**src/hw/mem_pipe_pkg.sv**
```systemverilog
/*
 * Shared widths for the memory pipe
 * Load/store operation enum and access size enum
 */

`default_nettype none

package mem_pipe_pkg;

  // Data path and register width
  localparam int DATA_W = 64;

  // Effective address is cut down to the virtual width
  localparam int VADDR_W = 32;
  localparam int PADDR_W = 24;

  // 4 KiB pages
  localparam int PAGE_OFFSET_W = 12;

  localparam int VTAG_W = VADDR_W - PAGE_OFFSET_W;
  localparam int PTAG_W = PADDR_W - PAGE_OFFSET_W;

  localparam int REG_ADDR_W = 5;

  // Integer load and store operations
  typedef enum logic [3:0] {
    op_lb  = 4'h0,
    op_lbu = 4'h1,
    op_lh  = 4'h2,
    op_lhu = 4'h3,
    op_lw  = 4'h4,
    op_lwu = 4'h5,
    op_ld  = 4'h6,
    op_sb  = 4'h8,
    op_sh  = 4'h9,
    op_sw  = 4'ha,
    op_sd  = 4'hb
  } mem_op_e;

  // Access size in bytes is 1 << size
  typedef enum logic [1:0] {
    size_b = 2'b00,
    size_h = 2'b01,
    size_w = 2'b10,
    size_d = 2'b11
  } mem_size_e;

endpackage

`default_nettype wire

```
**src/hw/mem_dtlb.sv**
```systemverilog
/*
 * Fully associative data TLB
 * External fill with round-robin victim, sfence flush, registered lookup
 */

`timescale 1ns/1ps
`default_nettype none

module mem_dtlb #(
  parameter int TLB_ENTRIES = 4
) (
  input  logic                              clk_i,
  input  logic                              rst_i,
  input  logic                              sfence_i,
  input  logic                              fill_v_i,
  input  logic [mem_pipe_pkg::VTAG_W-1:0]   fill_vtag_i,
  input  logic [mem_pipe_pkg::PTAG_W-1:0]   fill_ptag_i,
  input  logic                              fill_r_i,
  input  logic                              fill_w_i,
  input  logic                              lookup_v_i,
  input  logic [mem_pipe_pkg::VTAG_W-1:0]   vtag_i,
  output logic                              hit_o,
  output logic [mem_pipe_pkg::PTAG_W-1:0]   ptag_o,
  output logic                              perm_r_o,
  output logic                              perm_w_o
);

  import mem_pipe_pkg::*;

  localparam int IDX_W = (TLB_ENTRIES > 1) ? $clog2(TLB_ENTRIES) : 1;

  logic [TLB_ENTRIES-1:0] valid_r;
  logic [VTAG_W-1:0]      vtag_r [TLB_ENTRIES];
  logic [PTAG_W-1:0]      ptag_r [TLB_ENTRIES];
  logic [TLB_ENTRIES-1:0] perm_r_r;
  logic [TLB_ENTRIES-1:0] perm_w_r;
  logic [IDX_W-1:0]       victim_r;

  logic             fill_hit;
  logic [IDX_W-1:0] fill_idx;
  logic [IDX_W-1:0] wr_idx;
  logic             lk_hit;
  logic [IDX_W-1:0] lk_idx;

  // Returns {hit, index} of the valid entry holding tag
  function automatic logic [IDX_W:0] find_entry(input logic [VTAG_W-1:0] tag);
    logic [IDX_W:0] res;
    res = '0;
    for (int i = TLB_ENTRIES - 1; i >= 0; i--)
    begin
      if (valid_r[i] && (vtag_r[i] == tag))
        res = {1'b1, IDX_W'(i)};
    end
    return res;
  endfunction

  always_comb
  begin
    {fill_hit, fill_idx} = find_entry(fill_vtag_i);
    {lk_hit, lk_idx}     = find_entry(vtag_i);
  end

  // Refill of an existing tag overwrites it in place
  assign wr_idx = fill_hit ? fill_idx : victim_r;

  always_ff @(posedge clk_i)
  begin
    if (rst_i)
    begin
      valid_r  <= '0;
      victim_r <= '0;
    end
    else if (sfence_i)
      valid_r <= '0;
    else if (fill_v_i)
    begin
      valid_r[wr_idx] <= 1'b1;
      if (!fill_hit)
        victim_r <= (victim_r == IDX_W'(TLB_ENTRIES - 1)) ? '0 : victim_r + 1'b1;
    end
  end

  always_ff @(posedge clk_i)
  begin
    if (fill_v_i)
    begin
      vtag_r[wr_idx]   <= fill_vtag_i;
      ptag_r[wr_idx]   <= fill_ptag_i;
      perm_r_r[wr_idx] <= fill_r_i;
      perm_w_r[wr_idx] <= fill_w_i;
    end
  end

  // Lookup result lands in the early stage
  always_ff @(posedge clk_i)
  begin
    if (rst_i)
      hit_o <= 1'b0;
    else
      hit_o <= lookup_v_i & lk_hit;
  end

  always_ff @(posedge clk_i)
  begin
    ptag_o   <= ptag_r[lk_idx];
    perm_r_o <= perm_r_r[lk_idx];
    perm_w_o <= perm_w_r[lk_idx];
  end

endmodule

`default_nettype wire

```
**config.mk**
```make
export PLATFORM = sky130hd
export DESIGN_NAME = mem_dtlb
export DESIGN_NICKNAME = d
export VERILOG_FILES = /design/src/hw/mem_pipe_pkg.sv /design/src/hw/mem_dtlb.sv
export SDC_FILE = /design/constraint.sdc
export NUM_CORES = 1
export LEC_CHECK = 0
export BUFFER_PORTS_ARGS = -buffer_cell sky130_fd_sc_hd__buf_4
export CAP_MARGIN = 5
export CORE_UTILIZATION = 40
export DETAILED_ROUTE_END_ITERATION = 7
export PLACE_DENSITY_LB_ADDON = 0.15
export SETUP_SLACK_MARGIN = 0.15
export SLEW_MARGIN = 25
export SYNTH_ARGS = -nofsm -noshare
export SYNTH_HDL_FRONTEND = slang
export SYNTH_SLANG_ARGS = --single-unit
```
**constraint.sdc**
```tcl
create_clock -name clk_i -period 9.5 [get_ports clk_i]
set_input_delay 1.9 -clock clk_i [delete_from_list [all_inputs] [get_ports clk_i]]
set_output_delay 1.9 -clock clk_i [all_outputs]
set_load 0.03 [all_outputs]
```
==> results.toml <==
[outcome]
status = "finished clean"

[grt]
grt_pass1_vias = 4075
grt_usage = 0.207
overflow = 0
met2_usage = 0.326
grt-busiest-layer = "met2"
grtUsageMet3 = 0.0490
grt_max_degree = 35
grt_util_met1 = 0.281
grt_pass1_wl_mm = 26.2
grt_antenna_before_repair = 0

[yosys]
synthFlopType = "edfxtp_1"
yosysWarnings = 0
synth.avg_cell_area_um2 = 14.8
yosys.area.top_type = "edfxtp_1"
async_reset_ff_frac = 0
ys_ff_latch = 157
synth_top_area_share = 0.575
ys_top_cells_by_count = "edfxtp_1, xor2_1, xnor2_1"
synth_seq_area_share = 0.635
ys_types = 39
yosysMostFrequentCell = "edfxtp_1"
synth.area.top_cells = "edfxtp_1, xor2_1, xnor2_1, dfxtp_1, mux2i_1"
syn_nets = 540
syn_inst = 480
netlist_area_um2 = 7100
synth_edf_count = 136

[power_and_ir_drop]
seqPwrFrac = 0.502
switching_power_mw = 0.370
ir_drop_mv = 0.120
clkPwrFrac = 0.407
pwr-share-comb = 0.090
p_int_mw = 1.19
p_sw_frac = 0.237
p_per_area_nw_per_um2 = 184
p_leak_nw = 3.07

[flow_run]
cap_viol_max_count = 0

[worst_setup_path]
cp_top_family = "simple AND/OR/NAND/NOR gates"
crit_fanout = 26
required_ns = 9.57
crit_arrival_ns = 4.74
critPathSlowestCell = "nor3_4"
cp_num_buf_inv = 2
path_class = "primary input to flip-flop"
cp_slowest_stage_delay_ns = 0.59
worstSetupEndpointType = "flip-flop"
crit_path_frequent_cell = "buf_4"
startpoint_type = "primary input"
crit_chain = "buf_4 -> xnor2_1 -> or4b_4 -> nor4_4 -> o211ai_1 -> o311a_2 -> nor3_4 -> buf_4"

[placed_design]
placed_area_um2 = 7940
dp_hpwl_mm = 12.8
gp_congestion = 0.899
dp_cells = 774
io_buffers = 73

[route]
vias = 4154
drt_iter0_markers = 330
vias_per_cell = 5.15
dr.pass1.iters = 5
wire_per_inst_um = 21.9
wirelength_mm = 17.6
drc = 0
ant_nets = 0

[cells_and_area]
drive_gt1_frac = 0.198
instances_no_fill = 806
nNetsFinal = 628
area_delta_synth_final_pct = 19.5
nFillCells = 1538
final_cell_area_um2 = 8490
diodes = 0

[timing]
finalSetupTns_ns = 0
hold_violations = 0
grt_setup_unrepaired = "no"
drv_slew = 0
fin_crit_ns = 4.67
post-route-period-util = 0.491
fmax_ghz = 0.214
tightest_slew_ns = 0.835
relSlewSlack = 0.441
finalSetupViolCount = 0
fin_worst_skew_ns = 0.00691

[clock_network]
cts_buffers = 17
clock_path_buffers = 2
postCtsHoldBufs = 0
path_clk_slew_ns = 0.06
post_cts_resized = 0
clk-insertion-delay-late_ns = 0.42
cts_root_buffer = "clkbuf_16"
cts_tree = "yes"
cts.sinks = 157
cts_htree_levels = 4
post_cts_buffers = 0

[floorplan]
start_util = 0.410
io_pins = 74
die_h_um = 135
die_w_um = 135
num_rows = 48
coreArea_um2 = 17300
dieArea_um2 = 18300

[worst_hold_path]
hold_class = "flip-flop to flip-flop"
## state kept, by name (all words and copies together) (netlist names)
register,count
ptag_r,48
vtag_r,80
ptag_o,12
hit_o,1
perm_r_r,4
victim_r,2
perm_r_o,1
perm_w_o,1
perm_w_r,4
valid_r,4
## power by group through the flow
stage                     clock network [mW]  logic, mW  registers (mW)
after global routing                   0.676      0.151           0.786
final                                  0.636      0.141           0.784
after detailed placement                   0      0.141           0.799
after floorplan                            0     0.0601           0.805
after global placement                     0      0.142           0.798
after CTS                              0.649      0.142           0.784
## cells by family (layout without fill, tap and decap cells)
| group | after synthesis | count (layout) | share of synthesized area |
|---|---|---|---|
| adders and majority gates | 1 | 1 | 0.00176 |
| buffers and inverters | 16 | 117 | 0.0109 |
| and+or+nand+nor | 85 | 85 | 0.0765 |
| muxes | 42 | 42 | 0.0592 |
| AOI/OAI and AO/OA | 19 | 19 | 0.0196 |
| xor gates and xnor gates | 160 | 160 | 0.197 |
| DFF | 157 | 157 | 0.635 |
## through the flow
step | util | power, mW | hold WS, ns | setup slack, ns
after floorplan | - | 0.865 | 0.438 | 4.57
after global placement | 0.459 | 0.940 | 0.471 | 4.38
after detailed placement | 0.459 | 0.940 | 0.471 | 4.39
after CTS | 0.491 | 1.58 | 0.482 | 4.84
after global routing | 0.491 | 1.61 | 0.501 | 4.69
final | 0.491 | 1.56 | 0.480 | 4.83
## worst reg2reg max path: cells and delay by family (launching register included)
family | cells | cell delay, ns
buf+inv | 1 | 0.49
xor+xnor | 1 | 0.40
compound gates | 2 | 0.34
simple gates | 3 | 1.48
flops | 1 | 0.43
## worst paths after layout
kind / startpoint / endpoint / slack, ns / cells after the start
worst max-delay path: fill_vtag_i[1] / vtag_r[2][13] / 4.83 / 8
worst min-delay path: valid_r[0] / valid_r[0] / 0.48 / 2
worst max register to register: vtag_r[2][1] / vtag_r[2][13] / 5.99 / 7
worst min register to register: valid_r[0] / valid_r[0] / 0.48 / 2
## cell type report
cell class | count | area, µm² | area share
clock buffer | 19 | 433 | 0.0510
clock inverter | 13 | 118 | 0.0139
inverter | 6 | 22.5 | 0.00265
multi-input combinational | 307 | 2530 | 0.299
sequential | 157 | 4500 | 0.531
tap | 225 | 282 | 0.0332
timing repair buffer | 79 | 593 | 0.0699
## per-layer routing
layer / up-vias / routed length (µm)
met4: 0 / 342
met2: 133 / 8410
met3: 21 / 983
li1: 1962 / -
met5: - / 0
met1: 2038 / 7880
## cell usage in the layout (no fill, tap or decap), drive strengths merged, types with 11 or more instances in the layout
master / count
dfxtp: 21
nand4: 22
edfxtp: 136
buf: 79
xor2: 81
xnor2: 79
mux2i: 42
nand3: 11
nor4: 25
clkbuf: 19
Note: power is estimated with default switching activity, not from simulation.
