===== src/hw/mem_pipe_pkg.sv =====
/*
 * Shared widths for the memory pipe
 * Load/store operation enum and access size enum
 */

`default_nettype none

package mem_pipe_pkg;

  // Data path and register width
  localparam int DATA_W = 64;

  // Effective address is cut down to the virtual width
  localparam int VADDR_W = 32;
  localparam int PADDR_W = 24;

  // 4 KiB pages
  localparam int PAGE_OFFSET_W = 12;

  localparam int VTAG_W = VADDR_W - PAGE_OFFSET_W;
  localparam int PTAG_W = PADDR_W - PAGE_OFFSET_W;

  localparam int REG_ADDR_W = 5;

  // Integer load and store operations
  typedef enum logic [3:0] {
    op_lb  = 4'h0,
    op_lbu = 4'h1,
    op_lh  = 4'h2,
    op_lhu = 4'h3,
    op_lw  = 4'h4,
    op_lwu = 4'h5,
    op_ld  = 4'h6,
    op_sb  = 4'h8,
    op_sh  = 4'h9,
    op_sw  = 4'ha,
    op_sd  = 4'hb
  } mem_op_e;

  // Access size in bytes is 1 << size
  typedef enum logic [1:0] {
    size_b = 2'b00,
    size_h = 2'b01,
    size_w = 2'b10,
    size_d = 2'b11
  } mem_size_e;

endpackage

`default_nettype wire


===== src/hw/mem_stage_ctrl.sv =====
/*
 * Early and final stage control
 * Valid chains with flush kill, physical address, prioritized fault flags,
 * RAM access strobes for legal accesses
 */

`timescale 1ns/1ps
`default_nettype none

module mem_stage_ctrl #(
  parameter int RAM_WORDS = 256
) (
  input  logic                                  clk_i,
  input  logic                                  rst_i,
  input  logic                                  flush_i,
  input  logic                                  trans_en_i,
  input  logic                                  valid_i,
  input  logic                                  is_load_i,
  input  logic                                  is_store_i,
  input  logic                                  misaligned_i,
  input  logic [mem_pipe_pkg::VADDR_W-1:0]      eaddr_i,
  input  logic [mem_pipe_pkg::REG_ADDR_W-1:0]   rd_addr_i,
  input  logic                                  tlb_hit_i,
  input  logic [mem_pipe_pkg::PTAG_W-1:0]       tlb_ptag_i,
  input  logic                                  tlb_perm_r_i,
  input  logic                                  tlb_perm_w_i,
  output logic                                  early_v_o,
  output logic                                  load_misaligned_o,
  output logic                                  store_misaligned_o,
  output logic                                  tlb_load_miss_o,
  output logic                                  tlb_store_miss_o,
  output logic                                  load_page_fault_o,
  output logic                                  store_page_fault_o,
  output logic                                  load_access_fault_o,
  output logic                                  store_access_fault_o,
  output logic                                  final_v_o,
  output logic [mem_pipe_pkg::REG_ADDR_W-1:0]   final_rd_addr_o,
  output logic                                  ram_rd_o,
  output logic                                  ram_wr_o,
  output logic [mem_pipe_pkg::PADDR_W-1:0]      ram_paddr_o
);

  import mem_pipe_pkg::*;

  localparam logic [PADDR_W:0] RAM_BYTES = (PADDR_W + 1)'(RAM_WORDS * 8);

  logic                  ld_r, st_r, mis_r, trans_en_r;
  logic [PADDR_W-1:0]    eaddr_r;
  logic [REG_ADDR_W-1:0] rd_r;
  logic [PADDR_W-1:0]    paddr;
  logic                  miss, page_fault, access_fault;
  logic                  chk_miss, chk_pf, chk_af, legal;

  always_ff @(posedge clk_i)
  begin
    if (rst_i)
    begin
      early_v_o <= 1'b0;
      final_v_o <= 1'b0;
    end
    else
    begin
      early_v_o <= valid_i & ~flush_i;
      final_v_o <= early_v_o & ~flush_i;
    end
  end

  always_ff @(posedge clk_i)
  begin
    ld_r            <= is_load_i;
    st_r            <= is_store_i;
    mis_r           <= misaligned_i;
    trans_en_r      <= trans_en_i;
    eaddr_r         <= eaddr_i[PADDR_W-1:0];
    rd_r            <= rd_addr_i;
    final_rd_addr_o <= rd_r;
  end

  // Untranslated accesses use the low address bits directly
  assign paddr = trans_en_r ? {tlb_ptag_i, eaddr_r[PAGE_OFFSET_W-1:0]} : eaddr_r;

  assign miss         = trans_en_r & ~tlb_hit_i;
  assign page_fault   = trans_en_r & ((ld_r & ~tlb_perm_r_i) | (st_r & ~tlb_perm_w_i));
  assign access_fault = {1'b0, paddr} >= RAM_BYTES;

  // Each check only applies once all higher priority ones have passed
  assign chk_miss = early_v_o & ~mis_r;
  assign chk_pf   = chk_miss & ~miss;
  assign chk_af   = chk_pf & ~page_fault;
  assign legal    = chk_af & ~access_fault;

  assign load_misaligned_o    = early_v_o & ld_r & mis_r;
  assign store_misaligned_o   = early_v_o & st_r & mis_r;
  assign tlb_load_miss_o      = chk_miss & ld_r & miss;
  assign tlb_store_miss_o     = chk_miss & st_r & miss;
  assign load_page_fault_o    = chk_pf & ld_r & page_fault;
  assign store_page_fault_o   = chk_pf & st_r & page_fault;
  assign load_access_fault_o  = chk_af & ld_r & access_fault;
  assign store_access_fault_o = chk_af & st_r & access_fault;

  assign ram_rd_o    = legal & ld_r;
  assign ram_wr_o    = legal & st_r & ~flush_i;
  assign ram_paddr_o = paddr;

endmodule

`default_nettype wire


===== config.mk =====
export PLATFORM = sky130hd
export DESIGN_NAME = mem_stage_ctrl
export DESIGN_NICKNAME = d
export VERILOG_FILES = /design/src/hw/mem_pipe_pkg.sv /design/src/hw/mem_stage_ctrl.sv
export SDC_FILE = /design/constraint.sdc
export NUM_CORES = 1
export LEC_CHECK = 0
export BUFFER_PORTS_ARGS = -buffer_cell sky130_fd_sc_hd__buf_2
export CAP_MARGIN = 20
export CORE_ASPECT_RATIO = 2
export CORE_MARGIN = 2
export CORE_UTILIZATION = 41
export CTS_CLUSTER_SIZE = 10
export DETAILED_ROUTE_END_ITERATION = 7
export GPL_TIMING_DRIVEN = 0
export PLACE_DENSITY = 0.85
export SETUP_SLACK_MARGIN = 0.02
export SYNTH_ARGS = -nofsm -noshare
export SYNTH_HDL_FRONTEND = slang
export SYNTH_SLANG_ARGS = --single-unit

===== constraint.sdc =====
create_clock -name clk_i -period 2.34 [get_ports clk_i]
set_clock_uncertainty 0.05 [all_clocks]
set_input_delay 0 -clock clk_i [delete_from_list [all_inputs] [get_ports clk_i]]
set_output_delay 0 -clock clk_i [all_outputs]
set_load 0.1 [all_outputs]

==> summary.txt <==
CTS
  – Htree depth: 2
  – Clk buf depth: 2
  – Insertion delay to the later sink of the worst-skew pair: 0.28 ns
  – CTS tree: done
  – Clk root buf: clkbuf_8
  – Worst-path clk slew: 0.07 ns
  – CTS Buf Count: 5
  – TritonCTS Sinks: 40

Logic synthesis
  – Number of synthesized flops with an enable pin: 0
  – Leading area contributor after synthesis: dfxtp_1
  – Ys flop type: dfxtp_1
  – Seq/Total Area, Yosys: 62.4%
  – Number of synthesized register bits: 40
  – Count leader, synth: dfxtp_1
  – Post-synth ARST share: 0%
  – Synth top cells by count: dfxtp_1, buf_4, mux2_2
  – Mapped cell area: 1280 um^2
  – Ranking of synthesized cells by area: dfxtp_1, mux2_2, buf_4, mux2_4, nor2_1
  – Avg Cell Area, Syn: 13.0 um^2
  – Synth warn: 0
  – Gate count of the mapped netlist: 99
  – Post-synth cell types: 24
  – Synth top area share: 62.4%
  – Synthesized net count: 159

Detailed routing
  – Residual DRC: 0
  – Antenna Nets Post-Route: 0
  – Drt pass-1 iters: 4
  – DR vias/cell: 4.66
  – Via count: 1239
  – DR iter-0 viols: 23
  – WL final: 4.21 mm
  – Drt wl/cell: 15.8 um

Run
  – Max cap viols: 0

Power
  – Cell Pwr Density: 778 nW/um^2
  – Reg power frac: 40.9%
  – Int Pwr: 1.22 mW
  – Final total power: 1.79 mW
  – Clock power share: 33.9%
  – Leak Pwr: 1.15 nW
  – Max IR drop VDD: 0.674 mV
  – Switching power share of the total: 31.6%
  – Comb power frac: 25.2%
  – P_sw: 566 uW

Timing
  – Slew HR: 66.2%
  – Final Hold Fails: 0
  – Final Slew Violations: 0
  – Fmax achieved: 447 MHz
  – RSZ-0062 raised after global routing: false
  – Worst-Margin Slew: 0.510 ns
  – Final setup viols: 0
  – Fin crit share: 95.5%
  – Fin crit period: 2.24 ns

Setup path
  – Crit end category: output pin
  – WS Path Type: flip-flop to output pin
  – Startpoint Class: flip-flop
  – Worst R2R Path Depth: 2
  – Crit path DAT: 2.19 ns
  – Critical-path cell list: buf_6 > mux2_4 > nor4_4 > nand4_2 > nor2_2 > buf_2
  – Max stage delay on crit path: 0.43 ns
  – Worst R2R End: final_v_o$_SDFF_PP0_
  – Worst R2R Setup Slack: 1.05 ns
  – R2R Path Start: early_v_o$_SDFF_PP0_
  – Worst Path Required: 2.29 ns
  – Max FO, Critical Path: 10
  – Slowest stage cell on the critical path: buf_2

Hold path
  – Worst Hold Launch: rd_r[0]$_DFF_P_
  – Worst Hold Class: flip-flop to flip-flop
  – Hold EP: final_rd_addr_o[0]$_DFF_P_
  – Hold path depth: 0

GRT
  – Initial antenna violation count: 0
  – Largest net degree at the start of global routing: 13
  – Grt total ovfl: 0
  – First-pass GRT wire length: 6.58 mm
  – Overall routing resource usage: 24.6%
  – Number of global-route vias before repair: 1376

Outcome
  – Status: completed

Finish
  – Ant. Diodes: 0
  – Area grow syn2layout: 79.1%
  – Non-Filler Instances: 266
  – Fraction of layout cells with a size suffix above 1: 57.6%
  – Nets: 295
  – Fillers: 182

Placement
  – Cell Count Post-Placement: 221
  – RD Place Congestion: 0.676
  – Port Buffers: 92
  – Hpwl dp: 2.42 mm

Floorplanning
  – Die extent in x: 43.6 um
  – FP Rows: 28
  – Die height: 83.1 um
  – Core footprint: 2980 um^2
  – I/O pin cnt: 101
  – Die ar.: 3620 um^2
  – Initial core utilization: 43.1%
==> sequential cells by signal (all words and copies together), names as in the netlist <==
register         flops
rd_r                 5
final_v_o            1
eaddr_r             24
trans_en_r           1
early_v_o            1
ld_r                 1
st_r                 1
mis_r                1
final_rd_addr_o      5
==> stage by stage <==
| step | setup TNS (ns) | cell area, um^2 | setup slack [ns] | utilization [%] | hold WS (ns) |
|---|---|---|---|---|---|
| floorplan | -0.685 | 1300 | -0.343 | - | -0.0223 |
| global placement | 0 | 1800 | 0.382 | 60.5 | 0.0518 |
| detailed placement | 0 | 1800 | 0.367 | 60.5 | 0.0536 |
| CTS | 0 | 2300 | 0.0491 | 77.1 | 0.279 |
| global route | 0 | 2300 | 0.0352 | 77.2 | 0.286 |
| finish | 0 | 2300 | 0.104 | 77.2 | 0.281 |
==> routing by layer <==
metal | wire [um] | vias to the layer above | part of all wire, % | global-route usage, %
met2 | 2190 | 79 | 52 | 41.6
li1 | - | 594 | - | -
met3 | 391 | 11 | 9.3 | 8.91
met1 | 1490 | 555 | 35 | 25.5
met5 | 0 | - | 0 | 1.67
met4 | 141 | 0 | 3.4 | 11.8
==> final cells by class <==
cell class	instances	area (um^2)	share of cell area [%]
Multi-Input combinational cell	44	392	17.0
Timing Repair Buffer	129	833	36.2
Clock buffer	7	96.3	4.19
Clock inverter	1	30.0	1.31
Tap cell	30	37.5	1.63
Buffer	14	106	4.62
Sequential cell	40	801	34.8
Inverter	1	3.75	0.163
==> power groups by stage <==
| stage | clock, mW | combinational [mW] | sequential [mW] |
|---|---|---|---|
| global placement | 0 | 0.393 | 0.744 |
| finish | 0.606 | 0.451 | 0.733 |
| CTS | 0.612 | 0.444 | 0.731 |
| floorplan | 0 | 0.277 | 0.783 |
| global route | 0.634 | 0.466 | 0.736 |
| detailed placement | 0 | 0.397 | 0.746 |
==> worst max path at each step <==
stage / start / endpoint / depth (start not counted)
after floorplan: early_v_o$_SDFF_PP0_ / load_page_fault_o / 3
after detailed placement: trans_en_r$_DFF_P_ / ram_wr_o / 6
after CTS: trans_en_r$_DFF_P_ / ram_wr_o / 6
after global placement: trans_en_r$_DFF_P_ / ram_wr_o / 6
after global routing: trans_en_r$_DFF_P_ / ram_rd_o / 6
final: trans_en_r$_DFF_P_ / ram_rd_o / 6
==> cell usage in the layout, fill, tap and decap left out, drive strengths merged, types with 2 or more instances in the layout <==
master,count
nor3b,2
nand2,3
mux2,12
nand3,2
clkbuf,8
nor2,8
nor2b,3
dfxtp,40
and3,2
dlygate4sd3,37
nor4,2
nor3,3
buf,105
==> worst max-delay path: cells and delay by family (launching register included) <==
kind | cells | cell delay (ns)
buffers and inverters | 2 | 0.58
muxes | 1 | 0.33
and+or+nand+nor | 3 | 0.65
DFF | 1 | 0.34
==> cell families (layout without fill, tap and decap cells) <==
kind of cell / Yosys count / in the layout / synth area share, %
DFF: 40 / 40 / 62.4
and+or+nand+nor: 28 / 28 / 13.9
buffers and inverters: 15 / 152 / 8.58
muxes: 12 / 12 / 11.1
AOI/OAI and AO/OA: 4 / 4 / 4.00
==> repair_timing <==
| item | 4_1_cts | 5_1_grt |
|---|---|---|
| hold buffers | 37 | 0 |
| gates resized for setup | 0 | 1 |
| setup buffers | 0 | 0 |
| endpoints found under the hold margin | 35 | 0 |
| endpoints found under the setup margin | 0 | 1 |
(Power assumes the default switching activity.)
