[src/hw/mem_pipe_pkg.sv]
/*
 * Shared widths for the memory pipe
 * Load/store operation enum and access size enum
 */

`default_nettype none

package mem_pipe_pkg;

  // Data path and register width
  localparam int DATA_W = 64;

  // Effective address is cut down to the virtual width
  localparam int VADDR_W = 32;
  localparam int PADDR_W = 24;

  // 4 KiB pages
  localparam int PAGE_OFFSET_W = 12;

  localparam int VTAG_W = VADDR_W - PAGE_OFFSET_W;
  localparam int PTAG_W = PADDR_W - PAGE_OFFSET_W;

  localparam int REG_ADDR_W = 5;

  // Integer load and store operations
  typedef enum logic [3:0] {
    op_lb  = 4'h0,
    op_lbu = 4'h1,
    op_lh  = 4'h2,
    op_lhu = 4'h3,
    op_lw  = 4'h4,
    op_lwu = 4'h5,
    op_ld  = 4'h6,
    op_sb  = 4'h8,
    op_sh  = 4'h9,
    op_sw  = 4'ha,
    op_sd  = 4'hb
  } mem_op_e;

  // Access size in bytes is 1 << size
  typedef enum logic [1:0] {
    size_b = 2'b00,
    size_h = 2'b01,
    size_w = 2'b10,
    size_d = 2'b11
  } mem_size_e;

endpackage

`default_nettype wire

[src/hw/mem_agen.sv]
/*
 * Address generation for the memory pipe
 * Effective address, access size, load/store class, alignment check
 */

`timescale 1ns/1ps
`default_nettype none

module mem_agen (
  input  mem_pipe_pkg::mem_op_e                op_i,
  input  logic [mem_pipe_pkg::DATA_W-1:0]      rs1_i,
  input  logic [mem_pipe_pkg::DATA_W-1:0]      imm_i,
  output logic [mem_pipe_pkg::VADDR_W-1:0]     eaddr_o,
  output mem_pipe_pkg::mem_size_e              size_o,
  output logic                                 is_load_o,
  output logic                                 is_store_o,
  output logic                                 misaligned_o
);

  import mem_pipe_pkg::*;

  logic [DATA_W-1:0] sum;

  assign sum     = rs1_i + imm_i;
  assign eaddr_o = sum[VADDR_W-1:0];

  always_comb
  begin
    size_o     = size_d;
    is_load_o  = 1'b0;
    is_store_o = 1'b0;
    case (op_i)
      op_lb, op_lbu:  begin size_o = size_b; is_load_o = 1'b1; end
      op_lh, op_lhu:  begin size_o = size_h; is_load_o = 1'b1; end
      op_lw, op_lwu:  begin size_o = size_w; is_load_o = 1'b1; end
      op_ld:          begin size_o = size_d; is_load_o = 1'b1; end
      op_sb:          begin size_o = size_b; is_store_o = 1'b1; end
      op_sh:          begin size_o = size_h; is_store_o = 1'b1; end
      op_sw:          begin size_o = size_w; is_store_o = 1'b1; end
      op_sd:          begin size_o = size_d; is_store_o = 1'b1; end
      default:        size_o = size_d;
    endcase
  end

  // Natural alignment to the access size
  always_comb
  begin
    case (size_o)
      size_b:  misaligned_o = 1'b0;
      size_h:  misaligned_o = eaddr_o[0];
      size_w:  misaligned_o = |eaddr_o[1:0];
      default: misaligned_o = |eaddr_o[2:0];
    endcase
  end

endmodule

`default_nettype wire

[config.mk]
export PLATFORM = sky130hd
export DESIGN_NAME = mem_agen
export DESIGN_NICKNAME = d
export VERILOG_FILES = /design/src/hw/mem_pipe_pkg.sv /design/src/hw/mem_agen.sv
export SDC_FILE = /design/constraint.sdc
export NUM_CORES = 1
export LEC_CHECK = 0
export BUFFER_PORTS_ARGS = -buffer_cell sky130_fd_sc_hd__buf_2
export CAP_MARGIN = 40
export CELL_PAD_IN_SITES_DETAIL_PLACEMENT = 1
export CELL_PAD_IN_SITES_GLOBAL_PLACEMENT = 2
export CORE_MARGIN = 3
export CORE_UTILIZATION = 18
export DETAILED_ROUTE_END_ITERATION = 10
export MAX_ROUTING_LAYER = met4
export PLACE_DENSITY = 0.89
export SLEW_MARGIN = 15
export SYNTH_ARGS = -nofsm -noshare
export SYNTH_HDL_FRONTEND = slang
export SYNTH_SLANG_ARGS = --single-unit
[constraint.sdc]
create_clock -name vclk -period 2.2
set_input_delay 0.22 -clock vclk [all_inputs]
set_output_delay 0.22 -clock vclk [all_outputs]
set_load 0.1 [all_outputs]
==> metrics.txt, run 1 <==
# TYPE chip_impl_metric gauge
chip_impl_info{name="outcome",value="finished, violations left"} 1
chip_impl_info{name="violations_in_the_final_reports",value="setup timing"} 1
chip_impl_info{name="grt_setup_unrepaired",value="yes"} 1
chip_impl_metric{name="detail_route.vias_per_cell",unit=""} 5.058
chip_impl_info{name="worst_setup_path_start_kind",value="input port"} 1
chip_impl_metric{name="placement.io_buffers",unit=""} 105
chip_impl_metric{name="fmaxAchievable",unit="MHz"} 374.8
chip_impl_metric{name="cap_viol_max_count",unit=""} 0
chip_impl_metric{name="filler_cell_count",unit=""} 1261
chip_impl_metric{name="layout-area-overhead-vs-synth",unit="%"} 143.2
chip_impl_metric{name="floorplan.die.height",unit="um"} 114.0
chip_impl_metric{name="fin_crit",unit="ps"} 2668
chip_impl_metric{name="syn-instance-count",unit=""} 289
chip_impl_metric{name="drtPass1Iterations",unit=""} 4
chip_impl_info{name="worstHoldPathType",value="input port to output pin"} 1
chip_impl_metric{name="synth.yosys.seq_area_share",unit="%"} 0
chip_impl_metric{name="num-clock-buffers",unit=""} 0
chip_impl_info{name="worst_hold_path.endpoint",value="misaligned_o"} 1
chip_impl_metric{name="cellPowerDensity",unit="nW/um^2"} 612.2
chip_impl_metric{name="ant_nets",unit=""} 0
chip_impl_metric{name="floorplan.initialDensity",unit="%"} 18.88
chip_impl_metric{name="grt_pass1_vias",unit=""} 3423
chip_impl_metric{name="estimated_wirelength_of_the_detail_placed_design",unit="um"} 8622
chip_impl_metric{name="routed_wire_length_per_instance",unit="um"} 19.05
chip_impl_metric{name="worst_vdd_rail_ir_drop",unit="mV"} 0.4193
chip_impl_info{name="min_delay_startpoint",value="op_i[2]"} 1
chip_impl_metric{name="number_of_diodes_added_for_antenna_fixing",unit=""} 0
chip_impl_metric{name="total_power",unit="uW"} 3128
chip_impl_info{name="synth_top_area_cell",value="ha_1"} 1
chip_impl_metric{name="max_slew_margin",unit="%"} 63.91
chip_impl_metric{name="layoutNonFillerInstCount",unit=""} 636
chip_impl_metric{name="fin_crit_sh",unit="%"} 121.3
chip_impl_metric{name="synth.top_cell.area_share",unit="%"} 18.46
chip_impl_metric{name="fp.coreArea",unit="um^2"} 11130
chip_impl_metric{name="report.final.setup_viol",unit=""} 21
chip_impl_metric{name="sequential_cell_total",unit=""} 0
chip_impl_metric{name="post-place-cells",unit=""} 620
chip_impl_metric{name="horizontal_die_dimension",unit="um"} 114.0
chip_impl_metric{name="power_frac_seq",unit="%"} 0
chip_impl_metric{name="swShare",unit="%"} 59.62
chip_impl_metric{name="post-route-worst-setup-slack",unit="ps"} -467.9
chip_impl_metric{name="timing_hold_violations_final",unit=""} 0
chip_impl_metric{name="final-seq-area",unit="um^2"} 0
chip_impl_metric{name="gr-usage-all-layers",unit="%"} 15.52
chip_impl_info{name="yosys-top-cells-area",value="ha_1, a21oi_1, xnor2_1"} 1
chip_impl_metric{name="leakage_power_total",unit="uW"} 0.002225
chip_impl_metric{name="combPwrFrac",unit="%"} 100.0
chip_impl_metric{name="grt_pass1_wl",unit="um"} 16460
chip_impl_metric{name="report.final.slew_viol_count",unit=""} 0
chip_impl_metric{name="hold_path_depth",unit=""} 3
chip_impl_metric{name="power.net_switching",unit="uW"} 1865
chip_impl_metric{name="globalRouteOverflowTotal",unit=""} 0
chip_impl_metric{name="critPathMaxFanout",unit=""} 5
chip_impl_metric{name="routed_wl",unit="um"} 12110
chip_impl_metric{name="grt_max_degree",unit=""} 11
chip_impl_metric{name="cell_internal_power",unit="uW"} 1263
chip_impl_metric{name="remaining_drc_errors",unit=""} 0
chip_impl_metric{name="crit_arrival",unit="ps"} 2450
chip_impl_metric{name="via_count",unit=""} 3217
chip_impl_metric{name="power.clock.fraction",unit="%"} 0
chip_impl_info{name="count_leader_synth",value="a21oi_1"} 1
chip_impl_metric{name="synth_area_per_cell",unit="um^2"} 7.269
chip_impl_metric{name="drive_gt1_share",unit="%"} 67.54
chip_impl_metric{name="cp.required",unit="ps"} 1980
chip_impl_metric{name="synth.yosys.warnings",unit=""} 0
chip_impl_metric{name="core.rowCount",unit=""} 38
chip_impl_info{name="synth.top_cells.by_count",value="a21oi_1, ha_1, nand2_1"} 1
chip_impl_metric{name="syn_area",unit="um^2"} 2101
chip_impl_info{name="path_class",value="input port to output pin"} 1
chip_impl_metric{name="worst_pin_slew",unit="ps"} 535.7
chip_impl_info{name="setup.worst_path.end_class",value="output pin"} 1
chip_impl_metric{name="synth_nets",unit=""} 453
chip_impl_metric{name="drt_first_iter_violations",unit=""} 112
chip_impl_metric{name="die_area",unit="um^2"} 13000
chip_impl_metric{name="yosysUniqueCellTypes",unit=""} 69
chip_impl_metric{name="gp_congestion",unit=""} 0.7869
chip_impl_metric{name="pin_count",unit=""} 169
chip_impl_metric{name="finalNetCount",unit=""} 662
chip_impl_metric{name="antenna_violations_before_repair",unit=""} 0
-- per-stage QoR --
step           instance area, um^2  setup TNS [ps]  hold slack, ps  worst slack (ps)  util [%]
2_1_floorplan                 2824           -8132           675.1             -1144         -
3_3_place_gp                  4589           -5333           879.5            -448.1     41.25
3_5_place_dp                  4589           -6311           885.0            -461.8     41.25
4_1_cts                       4783           -4184           891.3            -377.8     42.99
5_1_grt                       5110           -7481           926.6            -555.6     45.93
6_report                      5110           -5716           892.3            -467.9     45.93
-- critical path: stages --
cell and delay, ps:
buf_2 120, ha_4 290, buf_4 120, nand4_1 210, nor3_4 210, inv_1 110
a2111oi_4 360, buf_4 200, o2111ai_1 110, o211ai_1 200, clkbuf_16 280
-- cells in the final DEF (no fill, tap or decap), drive strengths merged, types with 8 or more instances in the layout --
| master | synthesis | layout |
|---|---|---|
| xnor2 | 16 | 16 |
| buf | 7 | 218 |
| ha | 31 | 31 |
| a21oi | 38 | 38 |
| nor2 | 21 | 21 |
| a211oi | 8 | 8 |
| nand2 | 29 | 29 |
| o21ai | 15 | 15 |
| o211ai | 10 | 10 |
| a21o | 11 | 11 |
| nor3 | 9 | 9 |
-- per-layer routing --
| metal | global-route usage (%) | vias up | routed length (um) |
|---|---|---|---|
| met3 | 0.7427 | 26 | 556 |
| met5 | - | - | 0 |
| met2 | 29.98 | 102 | 6612 |
| li1 | - | 1525 | - |
| met4 | 3.088 | 0 | 273 |
| met1 | 17.62 | 1564 | 4671 |
-- cell families after synthesis --
logic type                 after synthesis  synth area share, %
and+or+nand+nor                         88                20.49
muxes                                    3                1.429
AOI/OAI and AO/OA                      125                44.79
xor gates and xnor gates                23                9.589
buffers and inverters                   18                4.287
adders and majority gates               32                19.42
-- power groups by stage --
| stage | Clock [uW] | Combinational [uW] | Sequential [uW] |
|---|---|---|---|
| finish | 0 | 3130 | 0 |
| global route | 0 | 3250 | 0 |
| CTS | 0 | 2980 | 0 |
| detailed placement | 0 | 2900 | 0 |
| global placement | 0 | 2840 | 0 |
| floorplan | 0 | 1870 | 0 |
-- worst max path at each step --
stage          startpoint           to  slack, ps  cells after the start
3_5_place_dp     rs1_i[0]  eaddr_o[20]       -460                     12
6_report        rs1_i[16]  eaddr_o[26]       -470                     11
5_1_grt         imm_i[17]  eaddr_o[26]       -560                     10
2_1_floorplan    rs1_i[0]  eaddr_o[30]      -1140                      8
3_3_place_gp    rs1_i[15]  eaddr_o[30]       -450                     10
4_1_cts          rs1_i[0]  eaddr_o[28]       -380                     11
-- area by class of cell --
cell class,instances,area [um^2],area share [%]
timing repair buffer,219,1918,37.54
multi-input combinational,271,2994,58.59
inverter,6,22.52,0.4407
tap,140,175.2,3.428
-- timing repair --
| item | CTS | global route |
|---|---|---|
| setup endpoints to repair | 21 | 26 |
| hold buffers | 0 | 0 |
| resized for setup | 34 | 47 |
| endpoints found under the hold margin | 0 | 0 |
| pin swaps | 17 | 29 |
| buffers inserted | 7 | 10 |
No activity file was read; power rests on OpenSTA's default activity.
==> run 2, diff against run 1 <==
--- a/config.mk
+++ b/config.mk
@@ -9,11 +9,12 @@
 export CAP_MARGIN = 40
 export CELL_PAD_IN_SITES_DETAIL_PLACEMENT = 1
 export CELL_PAD_IN_SITES_GLOBAL_PLACEMENT = 2
+export CORE_ASPECT_RATIO = 1.4
 export CORE_MARGIN = 3
-export CORE_UTILIZATION = 18
+export CORE_UTILIZATION = 20
 export DETAILED_ROUTE_END_ITERATION = 10
 export MAX_ROUTING_LAYER = met4
-export PLACE_DENSITY = 0.89
+export PLACE_DENSITY = 0.93
 export SLEW_MARGIN = 15
 export SYNTH_ARGS = -nofsm -noshare
 export SYNTH_HDL_FRONTEND = slang
==> constraint.sdc (replaced) <==
create_clock -name vclk -period 2.71
set_input_delay 0.271 -clock vclk [all_inputs]
set_output_delay 0.271 -clock vclk [all_outputs]
set_load 0.1 [all_outputs]
==> run 2 against run 1 <==
The run still ends with setup timing left. Cell count down 10%. Sequential share of layout area unchanged. Largest cell class unchanged. Non-clock buffer count fell by 59. Wire length decreased by 25%. Die area down 9.3%. Critical path type unchanged.
==> metrics.txt, run 2 (same netlist as run 1, synthesis figures left out) <==
# TYPE chip_impl_metric gauge
chip_impl_info{name="outcome",value="finished, violations left"} 1
chip_impl_info{name="violations_in_the_final_reports",value="setup timing"} 1
chip_impl_metric{name="core.rowCount",unit=""} 43
chip_impl_metric{name="crit_arrival",unit="ps"} 2460
chip_impl_metric{name="ant_nets",unit=""} 0
chip_impl_metric{name="gr-usage-all-layers",unit="%"} 14.56
chip_impl_metric{name="final-seq-area",unit="um^2"} 0
chip_impl_metric{name="detail_route.vias_per_cell",unit=""} 5.016
chip_impl_metric{name="fin_crit",unit="ps"} 2726
chip_impl_metric{name="number_of_diodes_added_for_antenna_fixing",unit=""} 0
chip_impl_metric{name="drtPass1Iterations",unit=""} 4
chip_impl_metric{name="max_slew_margin",unit="%"} 67.38
chip_impl_metric{name="grt_pass1_wl",unit="um"} 14230
chip_impl_info{name="setup.worst_path.end_class",value="output pin"} 1
chip_impl_info{name="dr.max_layer_used",value="met4"} 1
chip_impl_metric{name="post-route-worst-setup-slack",unit="ps"} -16.02
chip_impl_metric{name="die_area",unit="um^2"} 11790
chip_impl_metric{name="leakage_power_total",unit="uW"} 0.001823
chip_impl_info{name="max_stage_delay_cell_worst_path",value="fa_2"} 1
chip_impl_metric{name="grt_max_degree",unit=""} 11
chip_impl_metric{name="fin_crit_sh",unit="%"} 100.6
chip_impl_metric{name="num-clock-buffers",unit=""} 0
chip_impl_metric{name="cap_viol_max_count",unit=""} 0
chip_impl_metric{name="timing_hold_violations_final",unit=""} 0
chip_impl_metric{name="worst_vdd_rail_ir_drop",unit="mV"} 0.4122
chip_impl_metric{name="floorplan.die.height",unit="um"} 127.3
chip_impl_metric{name="critPathMaxFanout",unit=""} 5
chip_impl_metric{name="fp.coreArea",unit="um^2"} 10060
chip_impl_metric{name="estimated_wirelength_of_the_detail_placed_design",unit="um"} 7775
chip_impl_metric{name="routed_wire_length_per_instance",unit="um"} 15.98
chip_impl_info{name="cpMostUsedCell",value="buf_6"} 1
chip_impl_metric{name="fin_tns_setup",unit="ps"} -16.62
chip_impl_metric{name="drive_gt1_share",unit="%"} 56.06
chip_impl_metric{name="report.final.slew_viol_count",unit=""} 0
chip_impl_metric{name="report.final.setup_viol",unit=""} 2
chip_impl_metric{name="worst_pin_slew",unit="ps"} 492.7
chip_impl_metric{name="via_count",unit=""} 2869
chip_impl_metric{name="fmaxAchievable",unit="MHz"} 366.8
chip_impl_metric{name="horizontal_die_dimension",unit="um"} 92.62
chip_impl_metric{name="met2RoutedLength",unit="um"} 5125
chip_impl_metric{name="final.hold.worst_slack",unit="ps"} 1045
chip_impl_metric{name="critical_path.max_stage_delay",unit="ps"} 360
chip_impl_info{name="path_class",value="input port to output pin"} 1
chip_impl_info{name="layout_common_cells",value="buf_2, buf_4, a21oi_1, nand2_1, buf_12"} 1
chip_impl_metric{name="pin_count",unit=""} 169
chip_impl_metric{name="drt_first_iter_violations",unit=""} 51
chip_impl_info{name="worst_setup_path_start_kind",value="input port"} 1
chip_impl_metric{name="cellPowerDensity",unit="nW/um^2"} 531.6
chip_impl_metric{name="floorplan.initialDensity",unit="%"} 20.88
chip_impl_metric{name="total_power",unit="uW"} 2172
chip_impl_metric{name="gp_congestion",unit=""} 0.8609
chip_impl_metric{name="layout-area-overhead-vs-synth",unit="%"} 94.46
chip_impl_metric{name="remaining_drc_errors",unit=""} 0
chip_impl_metric{name="routed_wl",unit="um"} 9143
chip_impl_info{name="most_common_cell_after_layout_fill_and_taps_aside",value="buf_2"} 1
chip_impl_metric{name="detailroute.wirelength.met3",unit="um"} 438
chip_impl_metric{name="grt_pass1_vias",unit=""} 3141
chip_impl_info{name="grt_setup_unrepaired",value="yes"} 1
chip_impl_metric{name="sequential_cell_total",unit=""} 0
chip_impl_info{name="critical_path.cell_chain",value="buf_6 -> ha_4 -> fa_2 -> a211oi_2 -> o21bai_2 -> o21ai_2 -> buf_6 -> a2111oi_4 -> o211a_1 -> o211ai_1 -> clkbuf_16"} 1
chip_impl_metric{name="antenna_violations_before_repair",unit=""} 0
chip_impl_metric{name="finalNetCount",unit=""} 603
chip_impl_metric{name="placement.io_buffers",unit=""} 105
chip_impl_metric{name="cp.required",unit="ps"} 2440
chip_impl_metric{name="globalRouteOverflowTotal",unit=""} 0
chip_impl_info{name="worstHoldPathType",value="input port to output pin"} 1
chip_impl_metric{name="wirelength_met1",unit="um"} 3534
==> run 2: changes by cell type in the layout (fill, tap and decap cells not counted), moves of 4 or more <==
| cell | change |
|---|---|
| ha_1 | +9 |
| xor2_4 | -4 |
| buf_6 | -13 |
| buf_12 | -4 |
| nor2_1 | +5 |
| nor2_4 | -5 |
| xnor2_4 | -7 |
| buf_2 | +11 |
| xnor2_2 | +5 |
| ha_4 | -8 |
| buf_4 | -53 |
==> run 2: report_power, final <==
group	internal, uW	switching (uW)	leakage [uW]
sequential	0	0	0
clock	0	0	0
combinational	806	1370	0.00182
==> run 2: what timing repair did <==
item	in CTS	in global routing
hold buffers	0	0
pin swaps	6	18
gates resized for setup	6	37
setup endpoints to repair	6	12
buffers inserted	5	3
==> run 2: through the flow <==
stage,instance area [um^2],setup slack [ps],utilization (%),instances
floorplan,2455,-736.3,-,289
global placement,3794,-128.5,37.71,564
detailed placement,3794,-185.4,37.71,564
CTS,3864,-47.90,38.40,569
global route,4085,-101.4,40.60,572
finish,4085,-16.02,40.60,572
==> run 2: worst max-delay path: cells and delay by family <==
| family | cells | cell delay [ps] |
|---|---|---|
| AO/OA/AOI/OAI | 6 | 1150 |
| adder cells (fa/ha/maj) | 2 | 520 |
| buffers and inverters | 3 | 510 |
==> run 2: layer usage <==
| layer | track usage (%) | up-vias |
|---|---|---|
| met5 | - | - |
| met4 | 0.6903 | 0 |
| met3 | 1.355 | 4 |
| met2 | 29.79 | 77 |
| met1 | 15.58 | 1372 |
| li1 | - | 1416 |
==> run 2: final timing paths <==
kind / from / to / slack [ps] / cells past startpoint
worst max-delay path: imm_i[0] / eaddr_o[30] / -20 / 11
worst min-delay path: op_i[1] / is_load_o / 1050 / 3
==> run 2: layout make-up <==
class,instances,area (um^2)
fillers,1204,5976
inverters,6,22.52
multi-input cells,271,2545
well taps,135,168.9
repair buffers,160,1349
